===== config.mk =====
export PLATFORM = sky130hd
export DESIGN_NAME = sample_decimator
export DESIGN_NICKNAME = d
export VERILOG_FILES = /design/src/common/decim_pkg.sv /design/src/common/drop_cfg_if.sv /design/src/source/stream_queue.sv /design/src/drop_unit/drop_interval_counter.sv /design/src/drop_unit/drop_cfg_regs.sv /design/src/drop_unit/drop_fsm.sv /design/src/source/sample_decimator.sv
export SDC_FILE = /design/constraint.sdc
export NUM_CORES = 1
export LEC_CHECK = 0
export CORE_MARGIN = 8
export CORE_UTILIZATION = 36
export DETAILED_ROUTE_END_ITERATION = 6
export DONT_BUFFER_PORTS = 1
export PLACE_DENSITY_LB_ADDON = 0.08
export SYNTH_ARGS = -nofsm -noshare
export SYNTH_HDL_FRONTEND = slang
export SYNTH_HIERARCHICAL = 1
export SYNTH_SLANG_ARGS = --single-unit

===== constraint.sdc =====
create_clock -name clk -period 5.1 [get_ports clk]
set_input_delay 0.255 -clock clk [delete_from_list [all_inputs] [get_ports clk]]
set_output_delay 0.255 -clock clk [all_outputs]
set_load 0.005 [all_outputs]

===== src/common/decim_pkg.sv =====
// shared types for the stream decimator
// the interval width caps the drop interval at 15 cycles
`default_nettype none

package decim_pkg;

  // ========================================
  // widths
  // ========================================
  localparam int SAMPLE_BITS   = 16;
  localparam int INTERVAL_BITS = 4;
  localparam int SEQ_BITS      = 8;

  // ========================================
  // payload types
  // ========================================
  typedef logic [SAMPLE_BITS-1:0] sample_t;
  typedef logic [SEQ_BITS-1:0]    seq_t;     // wraps around

  // payload at the output stream
  typedef struct packed {
    sample_t sample;
    seq_t    seq;
  } kept_sample_t;

  typedef logic [INTERVAL_BITS-1:0] interval_t;  // drop interval in cycles

  // send passes the next sample, drop discards input
  typedef enum logic {
    send = 1'b0,
    drop = 1'b1
  } drop_state_t;

endpackage

`default_nettype wire


===== src/common/drop_cfg_if.sv =====
// interval and bypass settings shared by the config bank and the drop FSM
// interval_msg/interval_val come straight from the top-level ports
`default_nettype none
`timescale 1ns/1ps

interface drop_cfg_if import decim_pkg::*; ();

  interval_t interval;      // active drop interval
  logic      bypass;        // pass every sample when high
  logic      load_open;     // fsm is in send, interval may change

  interval_t interval_msg;  // requested interval
  logic      interval_val;
  logic      interval_rdy;

  modport regs (
    input  load_open,
    input  interval_msg,
    input  interval_val,
    output interval,
    output bypass,
    output interval_rdy
  );

  modport fsm (
    input  interval,
    input  bypass,
    output load_open
  );

endinterface

`default_nettype wire


===== src/source/stream_queue.sv =====
// two-entry val/rdy queue, all outputs come from registers
// in_rdy only looks at the fill level, so it never depends on out_rdy
`default_nettype none
`timescale 1ns/1ps

module stream_queue #(
  parameter type payload_t = logic [7:0]
) (
  input  logic     clk,
  input  logic     reset,

  input  payload_t in_msg,
  input  logic     in_val,
  output logic     in_rdy,

  output payload_t out_msg,
  output logic     out_val,
  input  logic     out_rdy
);

  payload_t   slots [2];
  logic       head;        // slot read next
  logic [1:0] count;       // entries held, 0 to 2
  logic       push;
  logic       pop;
  logic       tail;        // slot written next

  assign in_rdy  = (count != 2'd2);
  assign out_val = (count != 2'd0);
  assign out_msg = slots[head];

  assign push = in_val & in_rdy;
  assign pop  = out_val & out_rdy;
  assign tail = head ^ count[0];   // head + count mod 2

  // payload storage
  always_ff @(posedge clk) begin
    if (push) begin
      slots[tail] <= in_msg;
    end
  end

  // ========================================
  // pointer and fill level
  // ========================================
  always_ff @(posedge clk) begin
    if (reset) begin
      head  <= 1'b0;
      count <= 2'd0;
    end else begin
      if (pop) begin
        head <= ~head;
      end
      case ({push, pop})
        2'b10:   count <= count + 2'd1;
        2'b01:   count <= count - 2'd1;
        default: count <= count;      // both or neither
      endcase
    end
  end

endmodule

`default_nettype wire


===== src/drop_unit/drop_interval_counter.sv =====
// cycle counter for the drop phase
// intervals below 2 end the drop phase after a single cycle
`default_nettype none
`timescale 1ns/1ps

module drop_interval_counter import decim_pkg::*; (
  input  logic      clk,
  input  logic      reset,

  input  logic      counting,   // fsm is in drop
  input  interval_t interval,
  output logic      last        // final drop cycle
);

  localparam interval_t two = interval_t'(2);

  interval_t count;
  logic      short_interval;

  assign short_interval = (interval < two);

  // drop lasts interval - 1 cycles, count starts at 0
  assign last = short_interval || (count == interval - two);

  always_ff @(posedge clk) begin
    if (reset) begin
      count <= '0;
    end else if (!counting) begin
      count <= '0;                      // held clear in send
    end else begin
      count <= count + interval_t'(1);
    end
  end

endmodule

`default_nettype wire


===== src/drop_unit/drop_cfg_regs.sv =====
// configuration bank for the drop interval and the bypass switch
// interval accepted only while the fsm sits in send, bypass any time
`default_nettype none
`timescale 1ns/1ps

module drop_cfg_regs import decim_pkg::*; #(
  parameter int RESET_INTERVAL = 4
) (
  input  logic      clk,
  input  logic      reset,

  drop_cfg_if.regs  cfg,

  input  logic      bypass,       // new bypass value
  input  logic      bypass_val    // load strobe for bypass
);

  logic interval_xfer;

  // ready tracks the send state directly
  assign cfg.interval_rdy = cfg.load_open;
  assign interval_xfer    = cfg.interval_val & cfg.interval_rdy;

  // ========================================
  // interval register
  // ========================================
  always_ff @(posedge clk) begin
    if (reset) begin
      cfg.interval <= interval_t'(RESET_INTERVAL);
    end else if (interval_xfer) begin
      cfg.interval <= cfg.interval_msg;
    end
  end

  // ========================================
  // bypass register
  // ========================================
  always_ff @(posedge clk) begin
    if (reset) begin
      cfg.bypass <= 1'b0;          // decimating after reset
    end else if (bypass_val) begin
      cfg.bypass <= bypass;
    end
  end

endmodule

`default_nettype wire


===== src/drop_unit/drop_fsm.sv =====
// send/drop control with the pass-or-discard path and the sequence tagger
// send path is combinational, so it adds no cycles between the queues
`default_nettype none
`timescale 1ns/1ps

module drop_fsm import decim_pkg::*; (
  input  logic         clk,
  input  logic         reset,

  drop_cfg_if.fsm      cfg,

  input  sample_t      in_msg,
  input  logic         in_val,
  output logic         in_rdy,

  output kept_sample_t out_msg,
  output logic         out_val,
  input  logic         out_rdy,

  output logic         counting,   // high in drop
  input  logic         last        // final drop cycle
);

  drop_state_t state;
  drop_state_t next_state;
  seq_t        seq_num;
  logic        out_xfer;

  assign out_xfer      = out_val & out_rdy;
  assign counting      = (state == drop);
  assign cfg.load_open = (state == send);

  // ========================================
  // data path
  // ========================================
  always_comb begin
    in_rdy  = 1'b1;             // drop swallows everything
    out_val = 1'b0;
    out_msg = '0;
    if (state == send) begin
      in_rdy         = out_rdy;
      out_val        = in_val;
      out_msg.sample = in_msg;
      out_msg.seq    = seq_num;
    end
  end

  // next state
  always_comb begin
    next_state = state;
    case (state)
      send: if (out_xfer && !cfg.bypass) next_state = drop;
      drop: if (last || cfg.bypass) next_state = send;
      default: next_state = send;
    endcase
  end

  always_ff @(posedge clk) begin
    if (reset) begin
      state   <= send;
      seq_num <= '0;
    end else begin
      state <= next_state;
      if (out_xfer) begin
        seq_num <= seq_num + seq_t'(1);  // one tag per kept sample
      end
    end
  end

endmodule

`default_nettype wire


===== src/source/sample_decimator.sv =====
// stream decimator top, input queue -> drop unit -> output queue
// input to out_val is 2 cycles in send with empty queues
`default_nettype none
`timescale 1ns/1ps

module sample_decimator import decim_pkg::*; #(
  parameter int RESET_INTERVAL = 4
) (
  input  logic         clk,
  input  logic         reset,

  input  sample_t      in_msg,
  input  logic         in_val,
  output logic         in_rdy,

  output kept_sample_t out_msg,
  output logic         out_val,
  input  logic         out_rdy,

  input  interval_t    cfg_interval_msg,
  input  logic         cfg_interval_val,
  output logic         cfg_interval_rdy,

  input  logic         cfg_bypass,
  input  logic         cfg_bypass_val
);

  sample_t      q_in_msg;      // input queue to fsm
  logic         q_in_val;
  logic         q_in_rdy;
  kept_sample_t fsm_out_msg;   // fsm to output queue
  logic         fsm_out_val;
  logic         fsm_out_rdy;
  logic         counting;
  logic         last;

  drop_cfg_if cfg ();

  assign cfg.interval_msg = cfg_interval_msg;
  assign cfg.interval_val = cfg_interval_val;
  assign cfg_interval_rdy = cfg.interval_rdy;

  stream_queue #(.payload_t(sample_t)) i_in_queue (
    .clk(clk), .reset(reset),
    .in_msg(in_msg), .in_val(in_val), .in_rdy(in_rdy),
    .out_msg(q_in_msg), .out_val(q_in_val), .out_rdy(q_in_rdy)
  );

  drop_fsm i_drop_fsm (
    .clk(clk), .reset(reset), .cfg(cfg.fsm),
    .in_msg(q_in_msg), .in_val(q_in_val), .in_rdy(q_in_rdy),
    .out_msg(fsm_out_msg), .out_val(fsm_out_val), .out_rdy(fsm_out_rdy),
    .counting(counting), .last(last)
  );

  drop_interval_counter i_drop_counter (
    .clk(clk), .reset(reset),
    .counting(counting), .interval(cfg.interval), .last(last)
  );

  drop_cfg_regs #(.RESET_INTERVAL(RESET_INTERVAL)) i_drop_cfg (
    .clk(clk), .reset(reset), .cfg(cfg.regs),
    .bypass(cfg_bypass), .bypass_val(cfg_bypass_val)
  );

  stream_queue #(.payload_t(kept_sample_t)) i_out_queue (
    .clk(clk), .reset(reset),
    .in_msg(fsm_out_msg), .in_val(fsm_out_val), .in_rdy(fsm_out_rdy),
    .out_msg(out_msg), .out_val(out_val), .out_rdy(out_rdy)
  );

endmodule

`default_nettype wire


* Word-level counts from Yosys, hierarchy flattened
Memories as Yosys holds them, arrays and structs flattened. A register that Yosys moved wholly into a read port is not among the register bits.
Cells that the tools add are included.
** Storage, ports and cells
- Flip-flop bits (word level) :: 24
- Bits in writable memories :: 80
- Bits of input ports :: 27
- Output and inout port bits :: 27
- Logic and storage cells :: 61
- Memories :: 2
** Operators by class
- Add/sub/neg operators :: 7
- $lt $le $gt $ge :: 1
- Equality and inequality tests :: 7
- Muxes and demuxes :: 16
- Bitwise gates (word level) :: 10
- Reductions and logical operators :: 9
** Memories
- i_out_queue.slots :: words 2, bits a word 24, read ports 1, clocked after Yosys merged registers in 1, wr ports 1, RTL line stream_queue.sv:21 : payload_t slots [2];
- i_in_queue.slots :: words 2, bits a word 16, read ports 1, clocked after Yosys merged registers in 1, wr ports 1, RTL line stream_queue.sv:21
** Operator list (number)
- 24-bit 2-to-1 mux :: 1
- 1-bit 2-to-1 mux :: 12
- 8-bit by 1-bit adder with 8-bit output (second input constant) :: 1
- 2-bit case mux with 2 select lines :: 2
- 2-bit nonzero test :: 4
- 1-bit AND :: 5
- 2-bit by 1-bit adder with 2-bit output (second input constant) :: 2
- 4-bit by 1-bit adder with 4-bit output (second input constant) :: 1
- 2-bit by 1-bit equality test with 1-bit output (second input constant) :: 2
- 2-bit equality test (second input constant) :: 2
- 4-bit equality test :: 1
- 4-bit by 2-bit < comparator with 1-bit output (second input constant) :: 1
- 2-bit != test (second input constant) :: 2
- 2-bit by 1-bit subtractor with 2-bit output (second input constant) :: 2
- 4-bit by 2-bit subtractor with 4-bit output (second input constant) :: 1
- 1-bit NOT :: 3
- 1-bit logical OR :: 2
- 1-bit case mux with 2 select lines :: 1
- 2-bit OR reduction :: 1
- 1-bit XOR :: 2
- 1-bit logical AND :: 1
- 1-bit zero test :: 1

* Logic depth before layout (Yosys ltp)
- Word-level depth :: 6
- Mapped depth :: 9
- Depth with buffers taken out :: 8

* Cells and area by module
The synthesis kept the hierarchy.
** By module, submodules not included
- stream_queue at i_out_queue :: times used 1, cells an instance 100, area an instance 1941.9 um2, seq. area each 1521.5 um2
- stream_queue at i_in_queue :: times used 1, cells an instance 75, area an instance 1366.3 um2, seq. area each 1041.0 um2
- drop_fsm :: times used 1, cells an instance 73, area an instance 584.3 um2, seq. area each 180.2 um2
- drop_interval_counter :: times used 1, cells an instance 27, area an instance 236.5 um2, seq. area each 80.1 um2
- drop_cfg_regs :: times used 1, cells an instance 21, area an instance 217.7 um2, seq. area each 100.1 um2

* Worst setup path before layout
No wires, ideal clock.
- Path kind :: flip-flop to flip-flop
- From :: register i_in_queue.count[0]
- To :: memory i_out_queue/slots[0][0] (netlist name) (enable)
- Setup time :: 0.408 ns
- Arrival time :: 1.862 ns
- Data required time :: 4.692 ns
- Setup slack :: 2.831 ns
- Cell stages (with the launch flop) :: 5
- Path buffers :: 1
- Clock period less this slack :: 2.269 ns
- Cell sequence :: dfxtp_1 buf_6 or2_2 nor2b_2 nor2b_1
** Between the ends
- Longest elaborated chain between the ends :: 5
** RTL lines
- start, declared :: RTL line stream_queue.sv:23 : logic [1:0] count;
- start signal, assigned :: RTL line stream_queue.sv:55 : 2'b10: count <= count + 2'd1;
- start signal, assigned :: RTL line stream_queue.sv:56 : 2'b01: count <= count - 2'd1;
- start signal, assigned :: RTL line stream_queue.sv:57 : default: count <= count;
- 2-bit nonzero test :: RTL line stream_queue.sv:29 : assign out_val = (count != 2'd0);
- net q_in_val :: RTL line sample_decimator.sv:29 : logic q_in_val;
- 1-bit 2-to-1 mux :: RTL line drop_fsm.sv:40 : if (state == send) begin
- net fsm_out_val :: RTL line sample_decimator.sv:32 : logic fsm_out_val;
- 1-bit AND :: RTL line stream_queue.sv:32 : assign push = in_val & in_rdy;
- 1-bit 2-to-1 mux :: RTL line stream_queue.sv:38 : if (push) begin
- 1-bit 2-to-1 mux (implied by the code) :: RTL line stream_queue.sv:39 : slots[tail] <= in_msg;
- end, declared :: RTL line stream_queue.sv:21
The timed path passes the listed nets, and every way through them passes these cells.

* Worst setup path in the final report
- From :: register i_in_queue.count[0]
- To :: memory i_in_queue/slots[1][14] (netlist name) (enable)
** Between the ends
- Longest elaborated chain between the ends :: 4
- Elaborated cells between the ends (all ways) :: 5
- Classes of those cells :: eq/ne: 1; mux: 2; bitwise: 2
** RTL lines
- 2-bit != test :: RTL line stream_queue.sv:28 : assign in_rdy = (count != 2'd2);
- 1-bit AND :: RTL line stream_queue.sv:32
- 1-bit 2-to-1 mux :: RTL line stream_queue.sv:38
- 1-bit 2-to-1 mux (implied by the code) :: RTL line stream_queue.sv:39
- end, declared :: RTL line stream_queue.sv:21
Several ways; a longest one is shown, not always the timed one.

==> run_results.csv <==
group,metric,value,unit
cells_and_area,antenna_cells,0,
pwr,p_per_area,557,nW/um^2
sta,worstMarginPinSlew,1010,ps
clocking,numCtsBuffers,9,
global_route,antenna_found_initial,0,
routing,drc,0,
worst_setup_path,crit_type,"reg -> reg",
min_path,min_from,"cfg_interval_msg[0]",
clocking,cts_tree,"yes",
routing,met2WireLength,3.52,mm
clocking,worstSkewPairLatency,340,ps
sta,slew_violations,0,
sta,slew_headroom,32.7,%
cells_and_area,nets,347,
floorplan,dieWidth,126,um
sta,finalSetupTns,0,ps
synth,synth_top_area_share,55.3,%
pwr,total_power,2.74,mW
routing,wl_per_cell,17.2,um
clocking,cts_root_buf,"clkbuf_16",
sta,skew,6.67,ps
cells_and_area,finish.instance_area,4910,um^2
synth,syn_inst,296,
sta,min_period,1990,ps
sta,hold_violations,0,
worst_setup_path,cp_max_fo,16,
synth,synthTopCellsByArea,"edfxtp_1, dfxtp_1, mux2_2",
routing,via_per_inst,4.84,
floorplan,fp.dieH,126,um
synth,ys_warn_count,6,
pwr,p_switching,0.820,mW
sta,max_clock_freq,503,MHz
routing,drt_iter0_markers,114,
sta,rsz0062_at_grt,"no",
pwr,p_clk_share,22.5,%
synth,ys_ff_latch,106,
cells_and_area,area_growth,13.1,%
pwr,switching_share,30.0,%
worst_setup_path,cp-start-kind,"flop",
clocking,htree_levels,3,
routing,m1WireLength,3.80,mm
global_route,gr-usage-all-layers,10.8,%
clocking,clkTransAtPathRegs,60,ps
place,dp_hpwl,4.91,mm
synth,yosysTopAreaCell,"edfxtp_1",
pwr,ir_drop,0.267,mV
routing,vias,2260,
clocking,clk_path_buf_depth,2,
pwr,p_comb_share,28.0,%
floorplan,initial_utilization,36.5,%
cells_and_area,layout_commonest_cell,"edfxtp_1",
place,port_buffers,0,
worst_setup_path,rr_endpoint,"i_in_queue/slots[1][14]$_DFFE_PP_",
pwr,internal_power,1.92,mW
place,placed_area,4480,um^2
worst_setup_path,regToRegSetupSlack,3110,ps
synth,synth_nets,328,
worst_setup_path,cp_data_arrival_time,1960,ps
worst_setup_path,r2r_cells,3,
synth,netlist_area,4350,um^2
synth,syn_avg_cell_area,14.7,um^2
synth,ys_seq_area_share,67.2,%
floorplan,core_area,11900,um^2
routing,antenna_left,0,
cells_and_area,mostFrequentLayoutCells,"edfxtp_1, mux2_2, dfxtp_1",
worst_setup_path,timing.critical_path.required,5070,ps
routing,highest_layer,"met4",
min_path,hold_depth,2,
min_path,hold-path-endpoint,"i_drop_cfg/cfg.interval[0]$_SDFFE_PP0P_",
place,place_ws,3080,ps
sta,fin_crit_sh,39.0,%
status,status,"finished, final reports clean",
routing,wl_met3,547,um
global_route,grt_pass1_wl,12.9,mm
routing,drtPass1Iterations,4,
flow_run,max-cap-violations,0,
place,routabilityCongestion,0.671,
floorplan,design.die.area,15800,um^2
floorplan,io_pins,54,
global_route,grt_max_degree,32,
worst_setup_path,critPathCaptureType,"flop",
floorplan,num_rows,40,
routing,routed_wl,8.02,mm
clocking,clock-sinks,106,
pwr,pwr-share-seq,49.4,%
sta,setup_viol,0,
worst_setup_path,r2r-start,"i_in_queue/count[0]$_SDFFE_PP0P_",
cells_and_area,drive_above_1_share,19.7,%
synth,synth.distinct_cells,38,
global_route,grt_pass1_vias,2277,
min_path,hp-class,"in -> reg",
sta,fin_ws,3110,ps
global_route,gr-total-overflow,0,
pwr,leakagePower,1.66,nW
per-stage QoR:
stage               util (%)  instances  hold slack [ps]
floorplan                  -        296              324
global placement        37.6        433              330
detailed placement      37.6        433              330
CTS                     41.2        466             6.95
global route            41.3        467             33.1
finish                  41.3        467             49.7
state kept, by name, indices dropped and copies added, names as in the netlist, named ones only:
signal / cells
i_drop_cfg/cfg.bypass: 1
i_drop_cfg/cfg.interval: 4
i_drop_counter/count: 4
i_drop_fsm/counting: 1
i_drop_fsm/seq_num: 8
i_in_queue/count: 2
i_in_queue/head: 1
i_in_queue/slots: 32
i_out_queue/count: 2
i_out_queue/head: 1
i_out_queue/slots: 48
power groups by stage:
| stage | logic [mW] | clock network (mW) | registers (mW) |
|---|---|---|---|
| after global routing | 0.867 | 0.680 | 1.38 |
| final | 0.767 | 0.617 | 1.35 |
| after CTS | 0.804 | 0.643 | 1.36 |
| after detailed placement | 0.783 | 0 | 1.37 |
| after floorplan | 0.622 | 0 | 1.33 |
| after global placement | 0.782 | 0 | 1.37 |
per-layer routing:
layer	vias to the layer above	GRT usage [%]
li1	1111	-
met2	54	15.4
met3	12	5.11
met1	1083	13.4
met4	0	5.31
met5	-	0
synthesized netlist by cell type:
cell and n:
or2_1 2, or3_1 4, nor2_1 15, nand2_1 7, xor2_1 6, xnor2_1 7, a41oi_1 1, buf_1 3
a21boi_1 1, ha_1 5, mux2i_1 4, nor2b_1 26, buf_2 6, o21ai_0 6, nand3b_4 1, inv_1 7
o31ai_1 2, a21bo_1 3, a21oi_1 12, nor2b_2 1, mux2_2 40, buf_4 2, dfxtp_1 26, edfxtp_1 80
o22ai_1 1, or2_2 2, nor3b_1 1, buf_6 3, nor3_1 2, nand3_1 7, xor2_2 1, and2_1 2
nand2b_1 1, nand4b_1 2, or4_1 3, o21a_1 2, nand4_1 1, a311o_1 1
repair_timing:
action | 4_1_cts | 5_1_grt
endpoints found under the hold margin | 53 | 1
setup buffers | 0 | 0
hold buffers | 17 | 1
gates resized for setup | 0 | 0
final cells by class:
cell class,count,area (um^2)
Timing Repair Buffer,22,210
Inverter,7,26.3
Clock buffer,12,236
Fill cell,1135,7000
Clock inverter,4,22.5
Tap cell,147,184
Multi-Input combinational cell,169,1310
Sequential cell,106,2920
worst max-delay path: stages, from the launching register on:
cell,delay (ps)
dfxtp_1,380
or2_2,370
mux2i_1,140
and2_1,720
how the worst max path moves through the flow:
stage	from	to	slack (ps)	cells past startpoint
final	i_in_queue/count[0]$_SDFFE_PP0P_	i_in_queue/slots[1][14]$_DFFE_PP_	3110	3
after global routing	i_in_queue/count[0]$_SDFFE_PP0P_	i_in_queue/slots[1][15]$_DFFE_PP_	2990	3
after CTS	i_in_queue/count[0]$_SDFFE_PP0P_	i_in_queue/slots[1][15]$_DFFE_PP_	3070	3
after detailed placement	i_in_queue/count[0]$_SDFFE_PP0P_	i_in_queue/slots[1][7]$_DFFE_PP_	3080	3
after global placement	i_in_queue/count[0]$_SDFFE_PP0P_	i_in_queue/slots[1][7]$_DFFE_PP_	3120	3
after floorplan	i_in_queue/count[0]$_SDFFE_PP0P_	i_out_queue/slots[0][0]$_DFFE_PP_	2830	4
cell families after synthesis:
logic type      synth area share, %
flops                          67.2
compound gates                 4.20
xor+xnor                       2.99
simple gates                   10.2
mux                            11.3
fa+ha+maj                      1.44
buf+inv                        2.68
Power figures use the tool's default switching activity.
